--- src/hw/alu_config.svh ---
`ifndef ALU_CONFIG_SVH
`define ALU_CONFIG_SVH

// Operand and result width
`define ALU_WIDTH 32

// One quotient bit per divider step
`define DIV_STEPS `ALU_WIDTH

// Two radicand bits per root step
`define SQRT_STEPS (`ALU_WIDTH / 2)

`endif

--- src/hw/aluPkg.sv ---
package aluPkg;

    // Operation codes, float codes of the old map are unused
    typedef enum logic [5:0] {
        // Integer arithmetic
        IntAdd     = 6'd0,
        IntSub     = 6'd1,
        IntMul     = 6'd2,
        IntSqrt    = 6'd3,
        IntDiv     = 6'd4,
        IntRem     = 6'd5,
        // Shifts
        ShiftLeft  = 6'd6,
        ShiftRight = 6'd7,
        // Unsigned divider variants
        IntDivU    = 6'd8,
        IntRemU    = 6'd9,
        // Unsigned compares, result 0 or 1
        CmpEq      = 6'd16,
        CmpNe      = 6'd17,
        CmpGt      = 6'd18,
        CmpGe      = 6'd19,
        CmpLt      = 6'd20,
        CmpLe      = 6'd21,
        // Bitwise
        BitNot     = 6'd24,
        BitAnd     = 6'd25,
        BitOr      = 6'd26,
        BitXor     = 6'd27,
        BitXnor    = 6'd28
    } aluOp;

    // Control FSM
    typedef enum logic [1:0] {
        Idle,
        DivWait,  // Divider bus cycle open
        SqrtWait  // Root engine running
    } ctrlState;

endpackage

--- src/hw/alu.sv ---
`include "alu_config.svh"

module alu (
    input  logic                   Clock,
    input  logic                   i_reset,
    input  logic [`ALU_WIDTH-1:0]  i_operandA,
    input  logic [`ALU_WIDTH-1:0]  i_operandB,
    input  logic [5:0]             i_opcode,
    input  logic                   i_start,
    output logic                   o_done,
    output logic [`ALU_WIDTH-1:0]  o_result
);

    aluPkg::aluOp               opcode;
    logic [`ALU_WIDTH-1:0]      opA;
    logic [`ALU_WIDTH-1:0]      opB;
    logic [`ALU_WIDTH-1:0]      simpleResult;

    // Divider bus
    logic                       divCyc;
    logic                       divStb;
    logic [2*`ALU_WIDTH-1:0]    divOperands;
    logic [1:0]                 divTag;
    logic                       divAck;
    logic [`ALU_WIDTH-1:0]      divResult;

    logic                       sqrtStart;
    logic [`ALU_WIDTH-1:0]      radicand;
    logic                       sqrtDone;
    logic [`ALU_WIDTH-1:0]      sqrtRoot;

    aluControl control (
        .Clock          (Clock),
        .i_reset        (i_reset),
        .i_operandA     (i_operandA),
        .i_operandB     (i_operandB),
        .i_opcode       (i_opcode),
        .i_start        (i_start),
        .i_simpleResult (simpleResult),
        .i_divAck       (divAck),
        .i_divResult    (divResult),
        .i_sqrtDone     (sqrtDone),
        .i_sqrtRoot     (sqrtRoot),
        .o_done         (o_done),
        .o_result       (o_result),
        .o_opcode       (opcode),
        .o_opA          (opA),
        .o_opB          (opB),
        .o_divCyc       (divCyc),
        .o_divStb       (divStb),
        .o_divOperands  (divOperands),
        .o_divTag       (divTag),
        .o_sqrtStart    (sqrtStart),
        .o_radicand     (radicand)
    );

    aluSimpleOps simpleOps (
        .i_opcode (opcode),
        .i_opA    (opA),
        .i_opB    (opB),
        .o_result (simpleResult)
    );

    intDivider divider (
        .Clock        (Clock),
        .i_reset      (i_reset),
        .i_wbCyc      (divCyc),
        .i_wbStb      (divStb),
        .i_wbOperands (divOperands),
        .i_wbTag      (divTag),
        .o_wbAck      (divAck),
        .o_wbData     (divResult)
    );

    intSqrt sqrtUnit (
        .Clock      (Clock),
        .i_reset    (i_reset),
        .i_start    (sqrtStart),
        .i_radicand (radicand),
        .o_done     (sqrtDone),
        .o_root     (sqrtRoot)
    );

endmodule

--- src/hw/aluControl.sv ---
`include "alu_config.svh"

module aluControl (
    input  logic                      Clock,
    input  logic                      i_reset,
    input  logic [`ALU_WIDTH-1:0]     i_operandA,
    input  logic [`ALU_WIDTH-1:0]     i_operandB,
    input  logic [5:0]                i_opcode,
    input  logic                      i_start,
    input  logic [`ALU_WIDTH-1:0]     i_simpleResult,
    input  logic                      i_divAck,
    input  logic [`ALU_WIDTH-1:0]     i_divResult,
    input  logic                      i_sqrtDone,
    input  logic [`ALU_WIDTH-1:0]     i_sqrtRoot,
    output logic                      o_done,
    output logic [`ALU_WIDTH-1:0]     o_result,
    output aluPkg::aluOp              o_opcode,
    output logic [`ALU_WIDTH-1:0]     o_opA,
    output logic [`ALU_WIDTH-1:0]     o_opB,
    output logic                      o_divCyc,
    output logic                      o_divStb,
    output logic [2*`ALU_WIDTH-1:0]   o_divOperands,
    output logic [1:0]                o_divTag,
    output logic                      o_sqrtStart,
    output logic [`ALU_WIDTH-1:0]     o_radicand
);

    aluPkg::ctrlState state;
    aluPkg::aluOp     newOp;
    logic             accept;
    logic             isDivOp;
    logic             isSqrtOp;

    assign newOp  = aluPkg::aluOp'(i_opcode);
    assign accept = i_start & o_done & (state == aluPkg::Idle);

    always_comb begin
        isDivOp  = 1'b0;
        isSqrtOp = 1'b0;
        case (newOp)
            aluPkg::IntDiv, aluPkg::IntRem, aluPkg::IntDivU, aluPkg::IntRemU: begin
                isDivOp = 1'b1;
            end
            aluPkg::IntSqrt: begin
                isSqrtOp = 1'b1;
            end
            default: begin
                isDivOp  = 1'b0;
                isSqrtOp = 1'b0;
            end
        endcase
    end

    // Operands stay put for the whole bus cycle
    assign o_divOperands = {o_opA, o_opB};
    assign o_divTag[0]   = (o_opcode == aluPkg::IntRem) || (o_opcode == aluPkg::IntRemU);
    assign o_divTag[1]   = (o_opcode == aluPkg::IntDiv) || (o_opcode == aluPkg::IntRem);
    assign o_radicand    = o_opA;

    always_ff @(posedge Clock) begin
        if (accept) begin
            o_opcode <= newOp;
            o_opA    <= i_operandA;
            o_opB    <= i_operandB;
        end
    end

    always_ff @(posedge Clock) begin
        if (i_reset) begin
            state       <= aluPkg::Idle;
            o_done      <= 1'b1;
            o_result    <= '0;
            o_divCyc    <= 1'b0;
            o_divStb    <= 1'b0;
            o_sqrtStart <= 1'b0;
        end else begin
            o_sqrtStart <= 1'b0;
            case (state)
                aluPkg::Idle: begin
                    if (!o_done) begin
                        o_result <= i_simpleResult;  // Simple op pending
                        o_done   <= 1'b1;
                    end else if (accept) begin
                        o_done <= 1'b0;
                        if (isDivOp) begin
                            state    <= aluPkg::DivWait;
                            o_divCyc <= 1'b1;
                            o_divStb <= 1'b1;
                        end else if (isSqrtOp) begin
                            state       <= aluPkg::SqrtWait;
                            o_sqrtStart <= 1'b1;
                        end
                    end
                end
                aluPkg::DivWait: begin
                    if (i_divAck) begin
                        o_divCyc <= 1'b0;  // Close the cycle after ack
                        o_divStb <= 1'b0;
                        o_result <= i_divResult;
                        o_done   <= 1'b1;
                        state    <= aluPkg::Idle;
                    end
                end
                aluPkg::SqrtWait: begin
                    if (i_sqrtDone) begin
                        o_result <= i_sqrtRoot;
                        o_done   <= 1'b1;
                        state    <= aluPkg::Idle;
                    end
                end
                default: begin
                    state <= aluPkg::Idle;
                end
            endcase
        end
    end

endmodule

--- src/hw/aluSimpleOps.sv ---
`include "alu_config.svh"

module aluSimpleOps (
    input  aluPkg::aluOp           i_opcode,
    input  logic [`ALU_WIDTH-1:0]  i_opA,
    input  logic [`ALU_WIDTH-1:0]  i_opB,
    output logic [`ALU_WIDTH-1:0]  o_result
);

    logic [$clog2(`ALU_WIDTH)-1:0] shiftAmount;

    assign shiftAmount = i_opB[$clog2(`ALU_WIDTH)-1:0];  // Low bits of B only

    always_comb begin
        o_result = '0;
        case (i_opcode)
            aluPkg::IntAdd: begin
                o_result = i_opA + i_opB;
            end
            aluPkg::IntSub: begin
                o_result = i_opA - i_opB;
            end
            aluPkg::IntMul: begin
                o_result = i_opA * i_opB;  // Low word, same for signed
            end
            aluPkg::ShiftLeft: begin
                o_result = i_opA << shiftAmount;
            end
            aluPkg::ShiftRight: begin
                o_result = i_opA >> shiftAmount;  // Logical
            end
            aluPkg::CmpEq: begin
                o_result = `ALU_WIDTH'(i_opA == i_opB);
            end
            aluPkg::CmpNe: begin
                o_result = `ALU_WIDTH'(i_opA != i_opB);
            end
            aluPkg::CmpGt: begin
                o_result = `ALU_WIDTH'(i_opA > i_opB);
            end
            aluPkg::CmpGe: begin
                o_result = `ALU_WIDTH'(i_opA >= i_opB);
            end
            aluPkg::CmpLt: begin
                o_result = `ALU_WIDTH'(i_opA < i_opB);
            end
            aluPkg::CmpLe: begin
                o_result = `ALU_WIDTH'(i_opA <= i_opB);
            end
            aluPkg::BitNot: begin
                o_result = ~i_opA;
            end
            aluPkg::BitAnd: begin
                o_result = i_opA & i_opB;
            end
            aluPkg::BitOr: begin
                o_result = i_opA | i_opB;
            end
            aluPkg::BitXor: begin
                o_result = i_opA ^ i_opB;
            end
            aluPkg::BitXnor: begin
                o_result = i_opA ~^ i_opB;
            end
            default: begin
                o_result = '0;  // Long ops and unused codes
            end
        endcase
    end

endmodule

--- src/hw/intDivider.sv ---
`include "alu_config.svh"

module intDivider (
    input  logic                      Clock,
    input  logic                      i_reset,
    input  logic                      i_wbCyc,
    input  logic                      i_wbStb,
    input  logic [2*`ALU_WIDTH-1:0]   i_wbOperands,  // {dividend, divisor}
    input  logic [1:0]                i_wbTag,       // {signed, remainder}
    output logic                      o_wbAck,
    output logic [`ALU_WIDTH-1:0]     o_wbData
);

    logic [`ALU_WIDTH-1:0] dividendIn;
    logic [`ALU_WIDTH-1:0] divisorIn;
    logic                  negDividend;
    logic                  negDivisor;
    logic [`ALU_WIDTH-1:0] absDividend;
    logic [`ALU_WIDTH-1:0] absDivisor;
    logic                  divByZero;
    logic                  overflow;
    logic                  start;

    logic                  busy;
    logic [$clog2(`DIV_STEPS):0] stepCount;
    logic                  lastStep;

    logic [`ALU_WIDTH-1:0] remReg;
    logic [`ALU_WIDTH-1:0] quoReg;
    logic [`ALU_WIDTH-1:0] divisorReg;
    logic                  negQuo;
    logic                  negRem;
    logic                  remSel;

    logic [`ALU_WIDTH-1:0] stepRem;
    logic [`ALU_WIDTH-1:0] stepQuo;
    logic [`ALU_WIDTH-1:0] stepDiv;
    logic [`ALU_WIDTH:0]   trial;
    logic                  fits;
    logic [`ALU_WIDTH-1:0] nextRem;
    logic [`ALU_WIDTH-1:0] nextQuo;
    logic [`ALU_WIDTH-1:0] finalRem;
    logic [`ALU_WIDTH-1:0] finalQuo;

    assign dividendIn  = i_wbOperands[2*`ALU_WIDTH-1:`ALU_WIDTH];
    assign divisorIn   = i_wbOperands[`ALU_WIDTH-1:0];
    assign negDividend = i_wbTag[1] & dividendIn[`ALU_WIDTH-1];
    assign negDivisor  = i_wbTag[1] & divisorIn[`ALU_WIDTH-1];
    assign absDividend = negDividend ? -dividendIn : dividendIn;
    assign absDivisor  = negDivisor ? -divisorIn : divisorIn;
    assign divByZero   = (divisorIn == '0);
    assign overflow    = i_wbTag[1] && (dividendIn == {1'b1, {(`ALU_WIDTH-1){1'b0}}})
                         && (divisorIn == '1);

    // No new cycle while the ack of the last one is out
    assign start    = i_wbCyc & i_wbStb & ~busy & ~o_wbAck;
    assign lastStep = (stepCount == `DIV_STEPS - 1);

    // First step runs on the load edge straight from the bus
    assign stepRem = busy ? remReg : '0;
    assign stepQuo = busy ? quoReg : absDividend;
    assign stepDiv = busy ? divisorReg : absDivisor;

    // Restoring step
    assign trial   = {stepRem, stepQuo[`ALU_WIDTH-1]} - {1'b0, stepDiv};
    assign fits    = ~trial[`ALU_WIDTH];
    assign nextRem = fits ? trial[`ALU_WIDTH-1:0]
                          : {stepRem[`ALU_WIDTH-2:0], stepQuo[`ALU_WIDTH-1]};
    assign nextQuo = {stepQuo[`ALU_WIDTH-2:0], fits};

    // Remainder follows the dividend sign
    assign finalQuo = negQuo ? -nextQuo : nextQuo;
    assign finalRem = negRem ? -nextRem : nextRem;

    always_ff @(posedge Clock) begin
        if (i_reset) begin
            busy      <= 1'b0;
            o_wbAck   <= 1'b0;
            stepCount <= '0;
        end else begin
            o_wbAck <= 1'b0;
            if (busy) begin
                stepCount <= stepCount + 1'b1;
                if (lastStep) begin
                    busy    <= 1'b0;
                    o_wbAck <= 1'b1;
                end
            end else if (start) begin
                if (divByZero || overflow) begin
                    o_wbAck <= 1'b1;  // Special cases answer at once
                end else begin
                    busy      <= 1'b1;
                    stepCount <= 1;
                end
            end
        end
    end

    always_ff @(posedge Clock) begin
        if (busy || start) begin
            remReg <= nextRem;
            quoReg <= nextQuo;
        end
        if (start) begin
            divisorReg <= absDivisor;
            negQuo     <= negDividend ^ negDivisor;
            negRem     <= negDividend;
            remSel     <= i_wbTag[0];
        end
        if (start && divByZero) begin
            o_wbData <= i_wbTag[0] ? dividendIn : '1;
        end else if (start && overflow) begin
            o_wbData <= i_wbTag[0] ? '0 : dividendIn;
        end else if (busy && lastStep) begin
            o_wbData <= remSel ? finalRem : finalQuo;
        end
    end

endmodule

--- src/hw/intSqrt.sv ---
`include "alu_config.svh"

module intSqrt (
    input  logic                   Clock,
    input  logic                   i_reset,
    input  logic                   i_start,
    input  logic [`ALU_WIDTH-1:0]  i_radicand,
    output logic                   o_done,
    output logic [`ALU_WIDTH-1:0]  o_root
);

    // Signed partial remainder with headroom for the shift
    localparam int RemWidth = `SQRT_STEPS + 4;

    logic                          busy;
    logic [$clog2(`SQRT_STEPS):0]  stepCount;
    logic                          lastStep;

    logic [RemWidth-1:0]           remReg;
    logic [`SQRT_STEPS-1:0]        rootReg;
    logic [`ALU_WIDTH-1:0]         radReg;

    logic [RemWidth-1:0]           stepRem;
    logic [`SQRT_STEPS-1:0]        stepRoot;
    logic [`ALU_WIDTH-1:0]         stepRad;
    logic [RemWidth-1:0]           shiftedRem;
    logic [RemWidth-1:0]           nextRem;
    logic [`SQRT_STEPS-1:0]        nextRoot;

    assign lastStep = (stepCount == `SQRT_STEPS - 1);

    // Load edge runs the first step from the input
    assign stepRem  = busy ? remReg : '0;
    assign stepRoot = busy ? rootReg : '0;
    assign stepRad  = busy ? radReg : i_radicand;

    assign shiftedRem = {stepRem[RemWidth-3:0], stepRad[`ALU_WIDTH-1:`ALU_WIDTH-2]};

    // Add back on a negative remainder instead of restoring
    always_comb begin
        if (stepRem[RemWidth-1]) begin
            nextRem = shiftedRem + RemWidth'({stepRoot, 2'b11});
        end else begin
            nextRem = shiftedRem - RemWidth'({stepRoot, 2'b01});
        end
    end

    assign nextRoot = {stepRoot[`SQRT_STEPS-2:0], ~nextRem[RemWidth-1]};

    always_ff @(posedge Clock) begin
        if (i_reset) begin
            busy      <= 1'b0;
            o_done    <= 1'b0;
            stepCount <= '0;
        end else begin
            o_done <= 1'b0;
            if (busy) begin
                stepCount <= stepCount + 1'b1;
                if (lastStep) begin
                    busy   <= 1'b0;
                    o_done <= 1'b1;
                end
            end else if (i_start) begin
                busy      <= 1'b1;
                stepCount <= 1;
            end
        end
    end

    always_ff @(posedge Clock) begin
        if (busy || i_start) begin
            remReg  <= nextRem;
            rootReg <= nextRoot;
            radReg  <= stepRad << 2;  // Next bit pair to the top
        end
        if (busy && lastStep) begin
            o_root <= `ALU_WIDTH'(nextRoot);
        end
    end

endmodule

--- config.mk ---
export PLATFORM = sky130hd
export DESIGN_NAME = alu
export DESIGN_NICKNAME = d
export VERILOG_FILES = /design/src/hw/aluPkg.sv /design/src/hw/alu.sv /design/src/hw/aluControl.sv /design/src/hw/aluSimpleOps.sv /design/src/hw/intDivider.sv /design/src/hw/intSqrt.sv
export VERILOG_INCLUDE_DIRS = /design/src /design/src/hw
export SDC_FILE = /design/constraint.sdc
export NUM_CORES = 2
export LEC_CHECK = 0
export ABC_AREA = 1
export BUFFER_PORTS_ARGS = -buffer_cell sky130_fd_sc_hd__buf_2
export CORE_ASPECT_RATIO = 0.9
export CORE_MARGIN = 2
export CORE_UTILIZATION = 40
export DETAILED_ROUTE_END_ITERATION = 7
export SLEW_MARGIN = 20
export SYNTH_ARGS = -nofsm -noshare
export SYNTH_HDL_FRONTEND = slang
export SYNTH_SLANG_ARGS = --single-unit
--- constraint.sdc ---
create_clock -name Clock -period 23.1 [get_ports Clock]
set_clock_uncertainty 0.15 [all_clocks]
set_input_delay 2.31 -clock Clock [delete_from_list [all_inputs] [get_ports Clock]]
set_output_delay 2.31 -clock Clock [all_outputs]
set_load 0.005 [all_outputs]
==> impl_metrics.sql <==
INSERT INTO impl_metrics (metric_group, metric, value, unit) VALUES
('synthesis', 'synth_area_leader_cell', 'sky130_fd_sc_hd__edfxtp_1', ''),
('global_routing', 'grt_max_degree', '91', ''),
('run', 'maxCapViolations', '0', ''),
('critical_path', 'origin_of_the_critical_flop_to_flop_path', 'control.o_opB[4]', ''),
('global_routing', 'grt_antenna_before_repair', '6', ''),
('clock_network', 'cts_sinks', '334', ''),
('floorplanning', 'die-area', '118000', 'um2'),
('global_routing', 'gr-usage-all-layers', '34.8', '%'),
('placement', 'gp_routability_congestion', '1.09', ''),
('synthesis', 'synthesized_instance_count', '6459', ''),
('synthesis', 'ys_seq_elements', '334', ''),
('drt', 'post_drt_via_cell_ratio', '5.68', ''),
('floorplanning', 'rows', '117', ''),
('floorplanning', 'initial_utilization', '40.5', '%'),
('sta', 'timing.final.ws_setup', '14.10', 'ns'),
('critical_path', 'worst-path-max-fanout', '30', ''),
('sta', 'final-hold-violation-count', '0', ''),
('critical_path', 'type_of_element_launching_the_critical_path', 'flip-flop', ''),
('worst_hold_path', 'hold_wc_path_type', 'reg2reg', ''),
('critical_path', 'cp-endpoint', 'control.o_result[27]', ''),
('synthesis', 'proportion_of_synthesized_flip_flops_having_asynchronous_set_or_reset', '0', '%'),
('sta', 'timing_max_transition_violations_final', '0', ''),
('drt', 'number_of_optimization_iterations_in_the_first_detailed_route_pass', '7', ''),
('critical_path', 'reg2reg_to', 'control.o_result[27]', ''),
('synthesis', 'yosys-top-cells-count', 'sky130_fd_sc_hd__nand2_1, sky130_fd_sc_hd__inv_1, sky130_fd_sc_hd__fa_1', ''),
('layout', 'syn_to_final_growth', '7.57', '%'),
('synthesis', 'netlist-cell-type-count', '74', ''),
('synthesis', 'yosys_most_used_dff', 'sky130_fd_sc_hd__edfxtp_1', ''),
('placement', 'count_of_buffers_inserted_at_the_top_level_ports', '105', ''),
('clock_network', 'cts_buffers', '43', ''),
('floorplanning', 'die_w', '361', 'um'),
('status', 'status', 'complete, no violations', ''),
('clock_network', 'hold_buffers', '0', ''),
('layout', 'post_layout_nets', '7185', ''),
('layout', 'post_route_cells_drive_above_1_share', '7.17', '%'),
('clock_network', 'clkLatencyLatePin', '0.67', 'ns'),
('global_routing', 'grt_pass1_vias', '42600', ''),
('drt', 'wirelength', '207000', 'um'),
('synthesis', 'netlist_area', '45900', 'um2'),
('synthesis', 'syn-num-nets', '7225', ''),
('clock_network', 'cts_resized', '0', ''),
('worst_hold_path', 'worst_hold_startpoint', 'sqrtUnit.stepCount[3]', ''),
('synthesis', 'synth_enable_flop_cells', '282', ''),
('clock_network', 'root_buffer', 'sky130_fd_sc_hd__clkbuf_16', ''),
('sta', 'finalSetupViolations', '0', ''),
('critical_path', 'setup.reg_to_reg.worst_slack', '14.10', 'ns'),
('synthesis', 'yosys.cell_count.top_type', 'sky130_fd_sc_hd__nand2_1', ''),
('critical_path', 'startpoint', 'control.o_opB[4]', ''),
('placement', 'place_ws', '14.34', 'ns'),
('global_routing', 'first_pass_grt_wire_length', '299000', 'um'),
('clock_network', 'cts_tree', 'done', ''),
('clock_network', 'ctsLongestPathBuffers', '3', ''),
('sta', 'fin_crit', '9.00', 'ns'),
('critical_path', 'cp-end-kind', 'flip-flop', ''),
('critical_path', 'timing.reg2reg.worst_path_depth', '27', ''),
('synthesis', 'yosys-top-cells-area', 'sky130_fd_sc_hd__edfxtp_1, sky130_fd_sc_hd__fa_1, sky130_fd_sc_hd__nand2_1', ''),
('clock_network', 'post-cts-setup-buffers', '0', ''),
('drt', 'dr.first_iter.drc_count', '5858', ''),
('drt', 'routed-via-count', '45100', ''),
('floorplanning', 'pin_count', '106', ''),
('critical_path', 'endpoint_arrival_time_on_the_critical_path', '9.38', 'ns'),
('critical_path', 'crit_type', 'reg2reg', ''),
('global_routing', 'grt_overflow', '0', ''),
('clock_network', 'clk_pin_slew_worst_paths', '0.06', 'ns'),
('sta', 'timing.hold.ws', '0.317', 'ns'),
('critical_path', 'critical_path_required', '23.48', 'ns'),
('drt', 'post_route_antenna_net_violation_count', '0', ''),
('synthesis', 'portion_of_the_post_synthesis_area_used_by_sequential_elements', '20.7', '%'),
('synthesis', 'synthesis.yosys.warnings', '0', ''),
('drt', 'avgRoutedWirePerCell', '26.1', 'um'),
('sta', 'tightest_slew', '1.24', 'ns');
==> metrics by stage <==
step	instance area, um2	util, %	instances
2_1_floorplan	45900	-	6459
3_3_place_gp	47900	42.2	7861
3_5_place_dp	47900	42.3	7861
4_1_cts	49400	43.5	7941
5_1_grt	49400	43.6	7941
6_report	49400	43.6	7945
==> cell type report <==
type,instances,area [um2]
Inverter,1241,4660
Antenna cell,4,10.0
Tap cell,1487,1860
Timing Repair Buffer,224,1420
Multi-Input combinational cell,4575,30500
Sequential cell,334,9510
Fill cell,11700,64000
Clock buffer,50,1130
Clock inverter,30,334
==> flip-flops by register name, indices dropped and copies added (netlist names), 19 cells and up <==
name and flops:
control.o_opA 32, sqrtUnit.remReg 19, divider.remReg 32, sqrtUnit.radReg 30
divider.divisorReg 32, divider.o_wbData 32, control.o_result 32, divider.quoReg 32
control.o_opB 32
==> cell families (layout without fill, tap and decap cells) <==
family | after synthesis | count (layout) | share of synthesized area [%]
AND/OR/NAND/NOR | 2684 | 2684 | 24.6
buffers and inverters | 1550 | 1545 | 13.0
AO/OA/AOI/OAI | 1032 | 1032 | 12.8
adder cells (fa/ha/maj) | 693 | 693 | 25.6
flip-flops | 334 | 334 | 20.7
XOR/XNOR | 129 | 129 | 2.46
multiplexers | 37 | 37 | 0.806
other | 0 | 4 | 0
==> critical path: stages (launching register included) <==
cell and delay, ns:
sky130_fd_sc_hd__edfxtp_1 0.36, sky130_fd_sc_hd__buf_4 0.29, sky130_fd_sc_hd__buf_4 0.47, sky130_fd_sc_hd__nand2_1 0.09, sky130_fd_sc_hd__inv_1 0.08, sky130_fd_sc_hd__fa_1 0.42, sky130_fd_sc_hd__fa_1 0.46, sky130_fd_sc_hd__fa_1 0.52
sky130_fd_sc_hd__inv_1 0.06, sky130_fd_sc_hd__fa_1 0.52, sky130_fd_sc_hd__inv_1 0.05, sky130_fd_sc_hd__fa_1 0.48, sky130_fd_sc_hd__fa_1 0.56, sky130_fd_sc_hd__fa_1 0.43, sky130_fd_sc_hd__fa_1 0.47, sky130_fd_sc_hd__ha_1 0.44
sky130_fd_sc_hd__nand2_1 0.16, sky130_fd_sc_hd__nor2_1 0.17, sky130_fd_sc_hd__nor3b_1 0.67, sky130_fd_sc_hd__nand4_1 0.21, sky130_fd_sc_hd__nand3_1 0.28, sky130_fd_sc_hd__a21o_1 0.24, sky130_fd_sc_hd__a31o_2 0.20, sky130_fd_sc_hd__a21oi_1 0.06
sky130_fd_sc_hd__a21oi_1 0.50, sky130_fd_sc_hd__nand3_1 0.25, sky130_fd_sc_hd__nand2_1 0.15, sky130_fd_sc_hd__a21oi_1 0.07
==> metal layers <==
metal | routed length (um) | global-route usage (%) | up-vias | part of all wire [%]
met1 | 88700 | 49.4 | 21700 | 43
met5 | 36 | 0 | - | 0.017
li1 | - | - | 20400 | -
met3 | 23600 | 8.77 | 425 | 11
met2 | 84100 | 49.8 | 2598 | 41
met4 | 10600 | 15.2 | 6 | 5.1
==> cell usage in the layout, fill, tap and decap left out, types with 84 or more instances in the layout <==
| cell | Yosys | final |
|---|---|---|
| sky130_fd_sc_hd__a21oi_1 | 366 | 366 |
| sky130_fd_sc_hd__xor2_1 | 84 | 84 |
| sky130_fd_sc_hd__edfxtp_1 | 282 | 282 |
| sky130_fd_sc_hd__nor2_1 | 382 | 379 |
| sky130_fd_sc_hd__nand3_1 | 288 | 288 |
| sky130_fd_sc_hd__buf_2 | 22 | 105 |
| sky130_fd_sc_hd__buf_4 | 6 | 119 |
| sky130_fd_sc_hd__nand2_1 | 1715 | 1714 |
| sky130_fd_sc_hd__ha_1 | 282 | 282 |
| sky130_fd_sc_hd__inv_1 | 1218 | 1215 |
| sky130_fd_sc_hd__o21ai_0 | 384 | 381 |
| sky130_fd_sc_hd__fa_1 | 411 | 411 |
==> how the worst min path moves through the flow <==
stage	to	slack, ns	cells past startpoint
after global routing	sqrtUnit.stepCount[4]	0.35	2
after detailed placement	sqrtUnit.stepCount[3]	0.31	1
after CTS	sqrtUnit.stepCount[3]	0.32	1
after floorplan	sqrtUnit.stepCount[3]	0.28	1
final	sqrtUnit.stepCount[3]	0.32	1
after global placement	sqrtUnit.stepCount[3]	0.30	1
Power is not shown: default switching activity piles up to over one toggle a cycle in this logic, so the estimate is an artifact.
